$ cat src/include/id_params.svh
// decode stage widths; ID_REG_NUM must equal 2**ID_REG_AW and ID_XLEN is fixed at 64 for rv64i
`ifndef ID_PARAMS_SVH
`define ID_PARAMS_SVH

// register and pc width
`define ID_XLEN    64

// instruction word, no compressed encodings
`define ID_INST_WD 32

// register file address width
`define ID_REG_AW  5

// register count, x0 included
`define ID_REG_NUM 32

`endif

$ cat src/hw/rv_isa_pkg.sv
// rv64i encoding types only; fence, system and compressed opcodes are left out on purpose
`default_nettype none

package rv_isa_pkg;

  // major opcode, inst[6:0]
  typedef enum logic [6:0] {
    opc_lui       = 7'b0110111,
    opc_auipc     = 7'b0010111,
    opc_jal       = 7'b1101111,
    opc_jalr      = 7'b1100111,
    opc_branch    = 7'b1100011,
    opc_load      = 7'b0000011,
    opc_store     = 7'b0100011,
    opc_op_imm    = 7'b0010011,
    opc_op        = 7'b0110011,
    opc_op_imm_32 = 7'b0011011,
    opc_op_32     = 7'b0111011
  } rv_opcode_e;

  // funct3 of conditional branches, 010 and 011 are reserved
  typedef enum logic [2:0] {
    br_beq  = 3'b000,
    br_bne  = 3'b001,
    br_blt  = 3'b100,
    br_bge  = 3'b101,
    br_bltu = 3'b110,
    br_bgeu = 3'b111
  } rv_br_funct_e;

endpackage

`default_nettype wire

$ cat src/hw/id_ctrl_pkg.sv
// control field encodings handed to execute; values must match the execute stage decode
`default_nettype none

package id_ctrl_pkg;

  typedef enum logic [4:0] {
    alu_add       = 5'd0,
    alu_sub       = 5'd1,
    alu_sll       = 5'd2,
    alu_slt       = 5'd3,
    alu_sltu      = 5'd4,
    alu_xor       = 5'd5,
    alu_srl       = 5'd6,
    alu_sra       = 5'd7,
    alu_or        = 5'd8,
    alu_and       = 5'd9,
    alu_pass_src2 = 5'd10  // lui
  } alu_op_e;

  typedef enum logic {
    src1_rs1 = 1'b0,
    src1_pc  = 1'b1
  } alu_src1_e;

  typedef enum logic [1:0] {
    src2_rs2  = 2'd0,
    src2_imm  = 2'd1,
    src2_four = 2'd2  // link value
  } alu_src2_e;

  // same encoding as load/store funct3
  typedef enum logic [2:0] {
    mem_b  = 3'b000,
    mem_h  = 3'b001,
    mem_w  = 3'b010,
    mem_d  = 3'b011,
    mem_bu = 3'b100,
    mem_hu = 3'b101,
    mem_wu = 3'b110
  } mem_op_e;

  typedef enum logic [1:0] {
    kind_none = 2'd0,
    kind_cond = 2'd1,
    kind_jal  = 2'd2,
    kind_jalr = 2'd3
  } br_kind_e;

endpackage

`default_nettype wire

$ cat src/hw/id_decoder.sv
// rv64i base decode only; unused register fields read as 0 and o_rd is 0 unless o_gpr_wen
`timescale 1ns/100ps
`default_nettype none
`include "id_params.svh"

module id_decoder (
  input  wire [`ID_INST_WD-1:0]     i_inst,
  output logic [`ID_REG_AW-1:0]     o_rs1,
  output logic [`ID_REG_AW-1:0]     o_rs2,
  output logic [`ID_REG_AW-1:0]     o_rd,
  output logic [`ID_XLEN-1:0]       o_imm,
  output id_ctrl_pkg::alu_op_e      o_alu_op,
  output id_ctrl_pkg::alu_src1_e    o_alu_src1,
  output id_ctrl_pkg::alu_src2_e    o_alu_src2,
  output logic                      o_word_op,
  output logic                      o_gpr_wen,
  output logic                      o_mem_ren,
  output logic                      o_mem_wen,
  output id_ctrl_pkg::mem_op_e      o_mem_op,
  output id_ctrl_pkg::br_kind_e     o_br_kind,
  output rv_isa_pkg::rv_br_funct_e  o_br_funct,
  output logic                      o_invalid
);
  import rv_isa_pkg::*;
  import id_ctrl_pkg::*;

  rv_opcode_e          opcode;
  logic [2:0]          funct3;
  logic                alt;        // inst[30]
  logic                funct7_ok;  // base or alternate funct7 for op/op-32
  logic                word_f3_ok;
  logic                use_rs1;
  logic                use_rs2;
  logic [`ID_XLEN-1:0] imm_i;
  logic [`ID_XLEN-1:0] imm_s;
  logic [`ID_XLEN-1:0] imm_b;
  logic [`ID_XLEN-1:0] imm_u;
  logic [`ID_XLEN-1:0] imm_j;

  function automatic alu_op_e funct_to_alu(input logic [2:0] f3, input logic sub_sra);
    case (f3)
      3'b000:  return sub_sra ? alu_sub : alu_add;
      3'b001:  return alu_sll;
      3'b010:  return alu_slt;
      3'b011:  return alu_sltu;
      3'b100:  return alu_xor;
      3'b101:  return sub_sra ? alu_sra : alu_srl;
      3'b110:  return alu_or;
      default: return alu_and;
    endcase
  endfunction

  assign opcode     = rv_opcode_e'(i_inst[6:0]);
  assign funct3     = i_inst[14:12];
  assign alt        = i_inst[30];
  assign word_f3_ok = (funct3 == 3'b000) || (funct3 == 3'b001) || (funct3 == 3'b101);
  assign funct7_ok  = (i_inst[31:25] == 7'b0000000) ||
                      (i_inst[31:25] == 7'b0100000 && (funct3 == 3'b000 || funct3 == 3'b101));

  assign imm_i = {{(`ID_XLEN-12){i_inst[31]}}, i_inst[31:20]};
  assign imm_s = {{(`ID_XLEN-12){i_inst[31]}}, i_inst[31:25], i_inst[11:7]};
  assign imm_b = {{(`ID_XLEN-12){i_inst[31]}}, i_inst[7], i_inst[30:25], i_inst[11:8], 1'b0};
  assign imm_u = {{(`ID_XLEN-32){i_inst[31]}}, i_inst[31:12], 12'b0};
  assign imm_j = {{(`ID_XLEN-20){i_inst[31]}}, i_inst[19:12], i_inst[20], i_inst[30:21], 1'b0};

  always_comb begin
    o_imm      = imm_i;
    o_alu_op   = alu_add;
    o_alu_src1 = src1_rs1;
    o_alu_src2 = src2_rs2;
    o_word_op  = 1'b0;
    o_gpr_wen  = 1'b0;
    o_mem_ren  = 1'b0;
    o_mem_wen  = 1'b0;
    o_br_kind  = kind_none;
    use_rs1    = 1'b0;
    use_rs2    = 1'b0;
    o_invalid  = 1'b0;
    case (opcode)
      opc_lui: begin
        o_imm      = imm_u;
        o_alu_op   = alu_pass_src2;
        o_alu_src2 = src2_imm;
        o_gpr_wen  = 1'b1;
      end
      opc_auipc: begin
        o_imm      = imm_u;
        o_alu_src1 = src1_pc;
        o_alu_src2 = src2_imm;
        o_gpr_wen  = 1'b1;
      end
      opc_jal, opc_jalr: begin
        o_imm      = (opcode == opc_jal) ? imm_j : imm_i;
        o_alu_src1 = src1_pc;   // rd = pc + 4
        o_alu_src2 = src2_four;
        o_gpr_wen  = 1'b1;
        o_br_kind  = (opcode == opc_jal) ? kind_jal : kind_jalr;
        use_rs1    = (opcode == opc_jalr);
        o_invalid  = (opcode == opc_jalr) && (funct3 != 3'b000);
      end
      opc_branch: begin
        o_imm     = imm_b;
        o_br_kind = kind_cond;
        use_rs1   = 1'b1;
        use_rs2   = 1'b1;
        o_invalid = (funct3[2:1] == 2'b01);
      end
      opc_load: begin
        o_alu_src2 = src2_imm;
        o_gpr_wen  = 1'b1;
        o_mem_ren  = 1'b1;
        use_rs1    = 1'b1;
        o_invalid  = (funct3 == 3'b111);
      end
      opc_store: begin
        o_imm      = imm_s;
        o_alu_src2 = src2_imm;
        o_mem_wen  = 1'b1;
        use_rs1    = 1'b1;
        use_rs2    = 1'b1;
        o_invalid  = funct3[2];
      end
      opc_op_imm, opc_op_imm_32: begin
        o_alu_src2 = src2_imm;
        o_alu_op   = funct_to_alu(funct3, (funct3 == 3'b101) && alt);
        o_word_op  = (opcode == opc_op_imm_32);
        o_gpr_wen  = 1'b1;
        use_rs1    = 1'b1;
        o_invalid  = (opcode == opc_op_imm_32) && !word_f3_ok;
      end
      opc_op, opc_op_32: begin
        o_alu_op   = funct_to_alu(funct3, alt);
        o_word_op  = (opcode == opc_op_32);
        o_gpr_wen  = 1'b1;
        use_rs1    = 1'b1;
        use_rs2    = 1'b1;
        o_invalid  = !funct7_ok || ((opcode == opc_op_32) && !word_f3_ok);
      end
      default: o_invalid = 1'b1;
    endcase
    if (o_invalid) begin
      o_gpr_wen = 1'b0;
      o_mem_ren = 1'b0;
      o_mem_wen = 1'b0;
      o_br_kind = kind_none;
    end
  end

  assign o_rs1      = use_rs1 ? i_inst[19:15] : '0;
  assign o_rs2      = use_rs2 ? i_inst[24:20] : '0;
  assign o_rd       = o_gpr_wen ? i_inst[11:7] : '0;  // no false forwarding downstream
  assign o_mem_op   = mem_op_e'(funct3);
  assign o_br_funct = rv_br_funct_e'(funct3);

endmodule

`default_nettype wire

$ cat config.mk
export PLATFORM = sky130hd
export DESIGN_NAME = id_decoder
export DESIGN_NICKNAME = d
export VERILOG_FILES = /design/src/hw/rv_isa_pkg.sv /design/src/hw/id_ctrl_pkg.sv /design/src/hw/id_decoder.sv
export VERILOG_INCLUDE_DIRS = /design/src /design/src/include
export SDC_FILE = /design/constraint.sdc
export NUM_CORES = 1
export LEC_CHECK = 0
export BUFFER_PORTS_ARGS = -buffer_cell sky130_fd_sc_hd__buf_2
export CAP_MARGIN = 0
export CORE_UTILIZATION = 34
export DETAILED_ROUTE_END_ITERATION = 8
export GPL_TIMING_DRIVEN = 0
export MAX_ROUTING_LAYER = met4
export PLACE_DENSITY = 0.83
export SETUP_SLACK_MARGIN = 0.3
export SLEW_MARGIN = 0
export SYNTH_ARGS = -nofsm -noshare
export SYNTH_HDL_FRONTEND = slang
export SYNTH_SLANG_ARGS = --single-unit
$ cat constraint.sdc
create_clock -name vclk -period 1.3
set_clock_uncertainty 0.1 [all_clocks]
set_input_delay 0.065 -clock vclk [all_inputs]
set_output_delay 0.065 -clock vclk [all_outputs]
set_load 0.01 [all_outputs]
* Yosys cells after proc, flatten, opt, wreduce, memory -nomap -nowiden
Index checks and enable logic that the tools add are counted.
** Word-level totals
- Logic and storage cells :: 71
- Output and inout port bits :: 100
- Register bits after elaboration :: 0
** Operators by class
- Mux-type cells :: 27
- Reduce and logical (&&, ||, !) cells :: 24
- Equal/unequal tests :: 20
** Operators by type and width (count)
- $pmux 31 s4 :: 1
- $pmux 4 s7 :: 2
- $eq 7x6->1 const B :: 5
- $eq 7x5->1 const B :: 3
- $eq 7x7->1 const B :: 3
- $mux 20 :: 1
- $mux 5 :: 3
- $mux 1 :: 13
- $eq 3x3->1 const B :: 4
- $pmux 4 s3 :: 1
- $reduce_or 9->1 :: 1
- $pmux 2 s2 :: 2
- $reduce_or 2->1 :: 4
- $eq 7x2->1 const B :: 1
- $logic_not 7->1 :: 1
- $pmux 1 s7 :: 1
- $reduce_or 7->1 :: 1
- $eq 3x2->1 const B :: 2
- $reduce_or 6->1 :: 1
- $logic_and 1x1->1 :: 5
- $logic_or 1x1->1 :: 5
- $pmux 1 s2 :: 2
- $reduce_or 4->1 :: 1
- $eq 3x1->1 const B :: 1
- 6 further kinds :: 7

* Longest topological paths before layout
Gate-level depths: netlist (run 1).
- Depth after elaboration :: 9
- Mapped depth :: 6

* Least setup slack after synthesis (run 1)
Ideal clock, no wire load.
- Kind :: input-to-output
- From :: input port i_inst[2]
- To :: output port o_mem_wen
- Cell stages on the path :: 3
- Setup slack :: -111 ps
- Data required time :: 1135 ps
- Buffers on the path :: 1
- Arrival :: 1246 ps
- Cells stage by stage :: buf_2 or4b_1 nor4_1
** On the way
- Word-level cells in the longest chain between the ends :: 5
- Elaborated cells on any way between the ends :: 22
- Those cells by class :: eq/ne (11); mux (3); reduce/logical (8)
** RTL lines
- start, declared :: line id_decoder.sv:7 : input wire [`ID_INST_WD-1:0] i_inst,
- $eq 7x6->1 :: line id_decoder.sv:79, id_decoder.sv:137
- $logic_and 1x1->1 :: line id_decoder.sv:137 : o_invalid = !funct7_ok || ((opcode == opc_op_32) && !word_f3_ok);
- $logic_or 1x1->1 :: line id_decoder.sv:137
- $pmux 1 s7 :: line id_decoder.sv:79 : case (opcode)
- $mux 1 * :: line id_decoder.sv:141 : if (o_invalid) begin
- end, declared :: line id_decoder.sv:18 : output logic o_mem_wen,
Mark *: on every way between the ends. The rest lies on a longest branch, timed or not.

* Worst setup path in the final report (run 1)
- From :: input port i_inst[2]
- To :: output port o_br_kind[0]
** On the way
- Word-level cells in the longest chain between the ends :: 5
- Elaborated cells on any way between the ends :: 23
- Those cells by class :: eq/ne (11); mux (4); reduce/logical (8)
** RTL lines
- $eq 7x6->1 :: line id_decoder.sv:79, id_decoder.sv:137
- $logic_and 1x1->1 :: line id_decoder.sv:137
- $logic_or 1x1->1 :: line id_decoder.sv:137
- $pmux 1 s7 :: line id_decoder.sv:79
- $mux 2 * :: line id_decoder.sv:141
- end, declared :: line id_decoder.sv:20 : output id_ctrl_pkg::br_kind_e o_br_kind,
Marks and branches as above.

==> flow_summary.ini, run 1 <==
[global_route]
grt_pass1_vias = 1823
gr-total-overflow = 0
grt_max_degree = 37
grt_first_pass_wirelength_um = 8770
antenna_found_initial = 0
grt_use_total_pct = 27.3

[synthesis]
syn_area_per_cell_sq_um = 6.54
synth_area_leaders = buf_4 24%, a21o_1 6.6%, a41o_1 6.4%
synth_area_sq_mm = 0.00126
ys_warn_count = 0
synth_nets = 224
post_synth_inst_count = 192
seq_area_frac_synth_pct = 0
synth_top_area_cell = buf_4
synth.distinct_cells = 41
synth_top_area_share_pct = 23.9

[route]
drtIter0Drc = 113
drt-total-wl_um = 6210
wire_per_inst_um = 15.8
first_pass_iters = 5
detail-route-antenna-nets = 0
num_vias = 2115
drc = 0
vias_per_cell = 5.38

[critical_path]
crit_chain = buf_8, or3_4, or4b_1, nand4_1, buf_6, nor4_1, buf_2
critPathLaunchType = input port
critPathTopFamily = simple AND/OR/NAND/NOR gates
critical_path_buf_inv_count = 3
worstPathArrival_ns = 1.57
cp_max_fo = 10
critical_path.endpoint_type = output pin
worst_ep_required_time_ns = 1.13
crit_type = in2out
cpMaxStageDelayCell = or4b_1
critPathMaxStageDelay_ns = 0.49

[sta]
holdWs_ns = 0.337
fin_tns_setup_ns = -14.58
setup_viol = 59
maxSlewViolCount = 0
min_period_ns = 1.73
rsz0062_at_grt = true
post-route-period-util_pct = 133
finalHoldViolCount = 0
worst_slack_ns = -0.435
clock.fmax_mhz = 577

[run]
drv_cap = 0

[power]
p_comb_share_pct = 100.0
power.total_mw = 0.845
p_leak_nw = 1.49
p_clk_share_pct = 0
ir_drop_v = 0.000218
power.internal_mw = 0.426
p_seq_share_pct = 0
p_sw_share_pct = 49.6
power_density_mw_per_mm2 = 311
p_switching_mw = 0.419

[clocking]
hold_buffers = 0

[die]
die-area_sq_mm = 0.00394
core_sq_mm = 0.00344
die_w_um = 62.8
rows = 21
pin_count = 132
start_util_pct = 36.5
die_height_um = 62.8

[finish]
layout-drive-gt1-share_pct = 72.6
regArea_sq_um = 0
final_common_cell = buf_2
design.seq.count = 0
area_growth_pct = 116
antennaDiodeCount = 0
final_cell_mix = 116 x buf_2, 49 x buf_4, 27 x buf_6
final_area_sq_mm = 0.00272
nets = 381
final_cells = 393
n_clock_buffer = 0

[placed_design]
dp_hpwl_um = 3670
gp_congestion = 0.846
dpl_cell_area_sq_mm = 0.00215
port_buffers = 131
post-place-cells = 369

[status]
violations = setup timing
status = complete, but fails checks

[min_path]
hold_path_class = in2out
[worst min-delay path, stage by stage]
cell and delay (ns):
buf_2 0.09, and2_4 0.13, buf_6 0.09
[cells by family after synthesis]
| logic type | synth area share (%) |
|---|---|
| xor gates and xnor gates | 0.697 |
| and+or+nand+nor | 33.5 |
| AOI/OAI and AO/OA | 32.3 |
| buffers and inverters | 32.5 |
| muxes | 0.797 |
| other | 0.299 |
[per-layer routing]
| layer | part of all wire, % | up-vias | wire, um | track usage (%) |
|---|---|---|---|---|
| met4 | 1.9 | 0 | 115 | 5.23 |
| met3 | 8.4 | 14 | 523 | 2.01 |
| li1 | - | 965 | - | - |
| met2 | 50 | 134 | 3100 | 49.2 |
| met1 | 40 | 1002 | 2470 | 33.2 |
| met5 | 0 | - | 0 | - |
[layout make-up]
| type | count | area [sq um] |
|---|---|---|
| multi-input cells | 127 | 1100 |
| inverters | 9 | 33.8 |
| repair buffers | 155 | 1020 |
| plain buffers | 56 | 502 |
| well taps | 46 | 57.6 |
| fillers | 225 | 727 |
[cell usage after synthesis]
| cell type | n |
|---|---|
| a22o_1 | 5 |
| nand3b_1 | 3 |
| clkbuf_1 | 9 |
| nor3b_1 | 2 |
| and3_1 | 2 |
| buf_1 | 1 |
| a311o_1 | 2 |
| or2_2 | 1 |
| nand2_1 | 6 |
| nand3b_2 | 1 |
| o21bai_1 | 1 |
| nor2b_1 | 7 |
| a21o_1 | 11 |
| o22ai_1 | 2 |
| inv_1 | 9 |
| and2_1 | 12 |
| a41o_1 | 8 |
| o21ai_0 | 4 |
| or3_1 | 1 |
| a21boi_0 | 1 |
| nor2_1 | 8 |
| a32o_1 | 1 |
| xnor2_1 | 1 |
| buf_6 | 1 |
| and4b_1 | 1 |
| or4b_1 | 2 |
| buf_4 | 40 |
| nand3_1 | 4 |
| a211o_1 | 3 |
| o31a_1 | 1 |
| buf_2 | 5 |
| a211oi_1 | 5 |
| conb_1 | 1 |
| nor3_1 | 10 |
| nand2b_1 | 6 |
| nand4_1 | 1 |
| mux2i_1 | 1 |
| o32a_1 | 1 |
| nor4_1 | 5 |
| a31oi_1 | 3 |
| a21oi_1 | 4 |
[what timing repair did]
item | 4_1_cts | 5_1_grt
gates resized for setup | 51 | 39
endpoints found under the setup margin | 92 | 60
pin swaps | 20 | 9
buffers inserted | 13 | 6
cloned | 4 | 1
[stage by stage]
stage / worst slack, ns / utilization (%)
detailed placement: -0.734 / 62.6
CTS: -0.423 / 73.0
global placement: -0.691 / 62.6
floorplan: -0.0941 / -
finish: -0.435 / 78.9
global route: -0.494 / 78.9
[final timing paths]
| kind | slack [ns] | endpoint | startpoint | depth (start not counted) |
|---|---|---|---|---|
| worst max-delay path | -0.43 | o_br_kind[0] | i_inst[2] | 7 |
| worst min-delay path | 0.34 | o_rs1[0] | i_inst[15] | 3 |
[power by group through the flow]
stage	clock [mW]	combinational (mW)	sequential, mW
6_report	0	0.845	0
5_1_grt	0	0.895	0
4_1_cts	0	0.761	0
3_5_place_dp	0	0.667	0
3_3_place_gp	0	0.658	0
2_1_floorplan	0	0.412	0
Power figures use the tool's default switching activity.
==> run 2: changes to the inputs <==
--- a/config.mk
+++ b/config.mk
@@ -13,6 +13,7 @@
 export GPL_TIMING_DRIVEN = 0
 export MAX_ROUTING_LAYER = met4
 export PLACE_DENSITY = 0.83
+export RECOVER_POWER = 50
 export SETUP_SLACK_MARGIN = 0.3
 export SLEW_MARGIN = 0
 export SYNTH_ARGS = -nofsm -noshare
==> constraint.sdc (replaced) <==
create_clock -name vclk -period 1.5
set_clock_uncertainty 0.1 [all_clocks]
set_input_delay 0.075 -clock vclk [all_inputs]
set_output_delay 0.075 -clock vclk [all_outputs]
set_load 0.01 [all_outputs]
==> run 2 against run 1 <==
Against the previous run:
- the run still ends with setup timing left
- wire length increased by 8.5%
- critical path depth grew 2
- highest routed layer unchanged
- critical path type unchanged
- non-clock buffer count fell by 3
- first-iteration DRC count grew 55%
- sequential share of layout area unchanged
- total power is 13% lower
- count of clock-buffer cells in the layout did not move
- cell count down 0.76%
- die area unchanged
- utilization shrank 1.7 points
- largest power group unchanged
- global-route usage is 1.6 points higher
- critical endpoint is now o_mem_wen
==> flow_summary.ini, run 2 (synthesis gave the netlist of run 1 again) <==
[status]
status = complete, but fails checks
violations = setup timing

[die]
pin_count = 132
die_w_um = 62.8
die_height_um = 62.8
start_util_pct = 36.5
die-area_sq_mm = 0.00394
core_sq_mm = 0.00344
rows = 21

[sta]
clock.fmax_mhz = 522
setup_viol = 35
maxSlewViolCount = 0
fin_tns_setup_ns = -5.80
min_period_ns = 1.92
post-route-period-util_pct = 128
finalHoldViolCount = 0
rsz0062_at_grt = true
worst_slack_ns = -0.416
holdWs_ns = 0.356

[route]
m1WireLength_um = 2450
top_layer_used = met4
num_vias = 2136
vias_per_cell = 5.48
dr_wl_met3_um = 528
drtIter0Drc = 175
wl_met2_um = 3540
wire_per_inst_um = 17.3
first_pass_iters = 4
drt-total-wl_um = 6740
drc = 0
detail-route-antenna-nets = 0

[critical_path]
critPathLaunchType = input port
crit_chain = buf_6, buf_4, bufbuf_16, o21ai_0, a211o_1, nand4_1, buf_6, nor4_2, buf_2
critical_path.endpoint_type = output pin
cp-startpoint = i_inst[2]
critPathMaxStageDelay_ns = 0.28
worst_ep_required_time_ns = 1.32
endpoint = o_mem_wen
critPathTopFamily = buffers and inverters
cp_max_fo = 5
crit_top_cell = buf_6
critical_path_buf_inv_count = 5
crit_type = in2out
worstPathArrival_ns = 1.74
cpMaxStageDelayCell = nor4_2
crit_cells = 9

[power]
p_switching_mw = 0.370
p_comb_share_pct = 100.0
power_density_mw_per_mm2 = 278
p_seq_share_pct = 0
power.internal_mw = 0.369
ir_drop_v = 0.000136
p_clk_share_pct = 0
p_leak_nw = 1.46
p_sw_share_pct = 50.1

[global_route]
gr-total-overflow = 0
grt_use_total_pct = 28.9
antenna_found_initial = 0
grt_max_degree = 37
grt_pass1_vias = 1779
grt_first_pass_wirelength_um = 9180

[placed_design]
dp_hpwl_um = 3790
post-place-cells = 369
gp_congestion = 0.849
port_buffers = 131

[finish]
final_cells = 390
final_cell_mix = 116 x buf_2, 31 x buf_4, 23 x clkbuf_4
nets = 378
regArea_sq_um = 0
layout-drive-gt1-share_pct = 70.3
antennaDiodeCount = 0
n_clock_buffer = 0
final_util_pct = 77.1
design.seq.count = 0
area_growth_pct = 111
final_common_cell = buf_2

[min_path]
min_path_cells = 3
hold_path_class = in2out

[run]
drv_cap = 0
==> run 2: cell count changes in the layout (fill, tap and decap cells not counted), sizes merged <==
cell and delta:
buf -31, bufbuf +2, clkbuf +26
==> run 2: how the worst min path moves through the flow <==
stage | from | to | slack, ns
after floorplan | i_inst[12] | o_br_funct[0] | 0.14
after global placement | i_inst[16] | o_rs1[1] | 0.35
after detailed placement | i_inst[16] | o_rs1[1] | 0.35
after CTS | i_inst[16] | o_rs1[1] | 0.36
after global routing | i_inst[16] | o_rs1[1] | 0.37
final | i_inst[15] | o_rs1[0] | 0.36
==> run 2: timing repair <==
action,CTS,global route
resized for setup,54,51
cloned,7,0
pin swaps,16,21
hold buffers,0,0
endpoints found under the setup margin,59,59
buffers inserted,11,3
==> run 2: cell type report <==
cell class / instances / area (sq um)
multi-input cells: 127 / 1090
well taps: 46 / 57.6
fillers: 238 / 787
plain buffers: 56 / 488
repair buffers: 152 / 981
inverters: 9 / 33.8
==> run 2: stage by stage <==
stage / cell area, sq um / total power, mW / worst slack (ns)
global placement: 2020 / 0.536 / -0.515
global route: 2660 / 0.777 / -0.422
floorplan: 1310 / 0.326 / 0.0859
finish: 2660 / 0.738 / -0.416
CTS: 2440 / 0.651 / -0.255
detailed placement: 2020 / 0.545 / -0.533
==> run 2: worst min-delay path: cells and delay by family <==
kind	cells	cell delay, ns
buffers and inverters	2	0.20
AND/OR/NAND/NOR	1	0.10
==> run 2: power by group through the flow <==
| stage | registers, mW | clock network, mW | logic, mW |
|---|---|---|---|
| after floorplan | 0 | 0 | 0.326 |
| after global placement | 0 | 0 | 0.536 |
| after detailed placement | 0 | 0 | 0.545 |
| after CTS | 0 | 0 | 0.651 |
| after global routing | 0 | 0 | 0.777 |
| final | 0 | 0 | 0.738 |
==> run 2: layer usage <==
metal,vias up,track usage (%)
met4,0,4.36
met3,24,2.74
met5,-,-
met1,1015,32.2
met2,143,55.7
li1,954,-
==> run 3: changes to the inputs <==
--- a/config.mk
+++ b/config.mk
@@ -8,11 +8,13 @@
 export LEC_CHECK = 0
 export BUFFER_PORTS_ARGS = -buffer_cell sky130_fd_sc_hd__buf_2
 export CAP_MARGIN = 0
-export CORE_UTILIZATION = 34
+export CELL_PAD_IN_SITES_DETAIL_PLACEMENT = 1
+export CELL_PAD_IN_SITES_GLOBAL_PLACEMENT = 2
+export CORE_UTILIZATION = 14
 export DETAILED_ROUTE_END_ITERATION = 8
 export GPL_TIMING_DRIVEN = 0
 export MAX_ROUTING_LAYER = met4
-export PLACE_DENSITY = 0.83
+export PLACE_DENSITY = 0.79
 export RECOVER_POWER = 50
 export SETUP_SLACK_MARGIN = 0.3
 export SLEW_MARGIN = 0
==> run 3 against run 2 <==
Against the previous run:
- the run still ends with setup timing left
- first-iteration DRC count decreased by 74%
- cell area increased by 8.6%
- non-clock buffer count grew 9
- utilization is 44 points lower
- sequential share of layout area unchanged
- wire length grew 5.4%
- global-route usage decreased by 15 points
- cell count increased by 18%
- total power up 1.1%
- critical path type unchanged
- largest cell class unchanged
- largest power group unchanged
- highest routed layer is now met3
==> flow_summary.ini, run 3 (synthesis gave the netlist of run 1 again) <==
[critical_path]
crit_type = in2out
cp_max_fo = 5
worstPathArrival_ns = 1.63
critical_path.endpoint_type = output pin
critPathLaunchType = input port
worst_ep_required_time_ns = 1.32

[finish]
area_growth_pct = 129
final_common_cell = buf_2
nets = 387
final_cells = 461
design.seq.count = 0
final_cell_mix = 110 x buf_2, 39 x buf_4, 26 x buf_6
n_fill_cell = 1061
antennaDiodeCount = 0
regArea_sq_um = 0
n_clock_buffer = 0
layout-drive-gt1-share_pct = 72.5
multiInputGateArea_sq_mm = 0.00112

[placed_design]
dp_hpwl_um = 5170
port_buffers = 131
post-place-cells = 431
gp_congestion = 0.824
dpl_worst_slack_ns = -0.793

[power]
p_leak_nw = 1.53
ir_drop_v = 0.000103
power_density_mw_per_mm2 = 259

[status]
status = complete, but fails checks
violations = setup timing

[sta]
post-route-period-util_pct = 120
worst_slack_ns = -0.303
fin_tns_setup_ns = -5.27
setup_viol = 41
clock.fmax_mhz = 555
holdWs_ns = 0.364
maxSlewViolCount = 0
min_period_ns = 1.80
rsz0062_at_grt = true
finalHoldViolCount = 0

[route]
drt-total-wl_um = 7100
first_pass_iters = 4
vias_per_cell = 4.43
detail-route-antenna-nets = 0
drc = 0
num_vias = 2044
drtIter0Drc = 45
wire_per_inst_um = 15.4

[global_route]
antenna_found_initial = 0
grt_max_degree = 37
grt_pass1_vias = 1956
gr-total-overflow = 0
grt_first_pass_wirelength_um = 10400
grt_use_total_pct = 13.8

[die]
pin_count = 132
die_height_um = 96.7
core_sq_mm = 0.00872
start_util_pct = 14.4
rows = 34
die_w_um = 96.7
die-area_sq_mm = 0.00936

[min_path]
min_path_cells = 3
hold_path_class = in2out

[clocking]
hold_buffers = 0

[run]
drv_cap = 0
[run 3: final cells by class]
cell class	instances	area share [%]
Tap cell	108	4.69
Inverter	9	1.17
Buffer	56	17.5
Multi-Input combinational cell	127	38.9
Timing Repair Buffer	161	37.7
[run 3: worst paths after layout]
| check | startpoint | endpoint |
|---|---|---|
| hold / removal | i_inst[17] | o_rs1[2] |
| setup / recovery | i_inst[2] | o_br_kind[0] |
[run 3: worst max-delay path, cell delays in order]
cell and delay (ns):
buf_8 0.09, or3_4 0.38, or4b_4 0.48, nand4_1 0.13, buf_4 0.14, buf_8 0.12
nor4_2 0.05, buf_2 0.16
[run 3: where the power goes]
group / switching [mW] / total, mW / internal (mW) / leakage (nW)
Combinational: 0.364 / 0.746 / 0.382 / 1.53
Clock: 0 / 0 / 0 / 0
Sequential: 0 / 0 / 0 / 0
Total: 0.364 / 0.746 / 0.382 / 1.53
[run 3: per-stage QoR]
step / area [sq um] / util (%) / total power [mW]
after floorplan: 1310 / - / 0.326
after global placement: 2100 / 24.0 / 0.558
after detailed placement: 2100 / 24.0 / 0.571
after CTS: 2590 / 29.7 / 0.691
after global routing: 2880 / 33.1 / 0.804
final: 2880 / 33.1 / 0.746
[run 3: timing repair]
action	in CTS	in global routing
buffers inserted	14	10
resized for setup	88	37
pin swaps	28	24
endpoints found under the setup margin	59	59
endpoints found under the hold margin	0	0
cloned	2	4
[run 3: metal layers]
metal / track usage (%) / up-vias / part of all wire, % / wire length (um)
met3: 0.939 / 0 / 5.4 / 384
met5: - / - / 0 / 0
met1: 18.9 / 970 / 45 / 3200
met2: 23.1 / 97 / 49 / 3510
met4: 0.918 / 0 / 0 / 0
li1: - / 977 / - / -
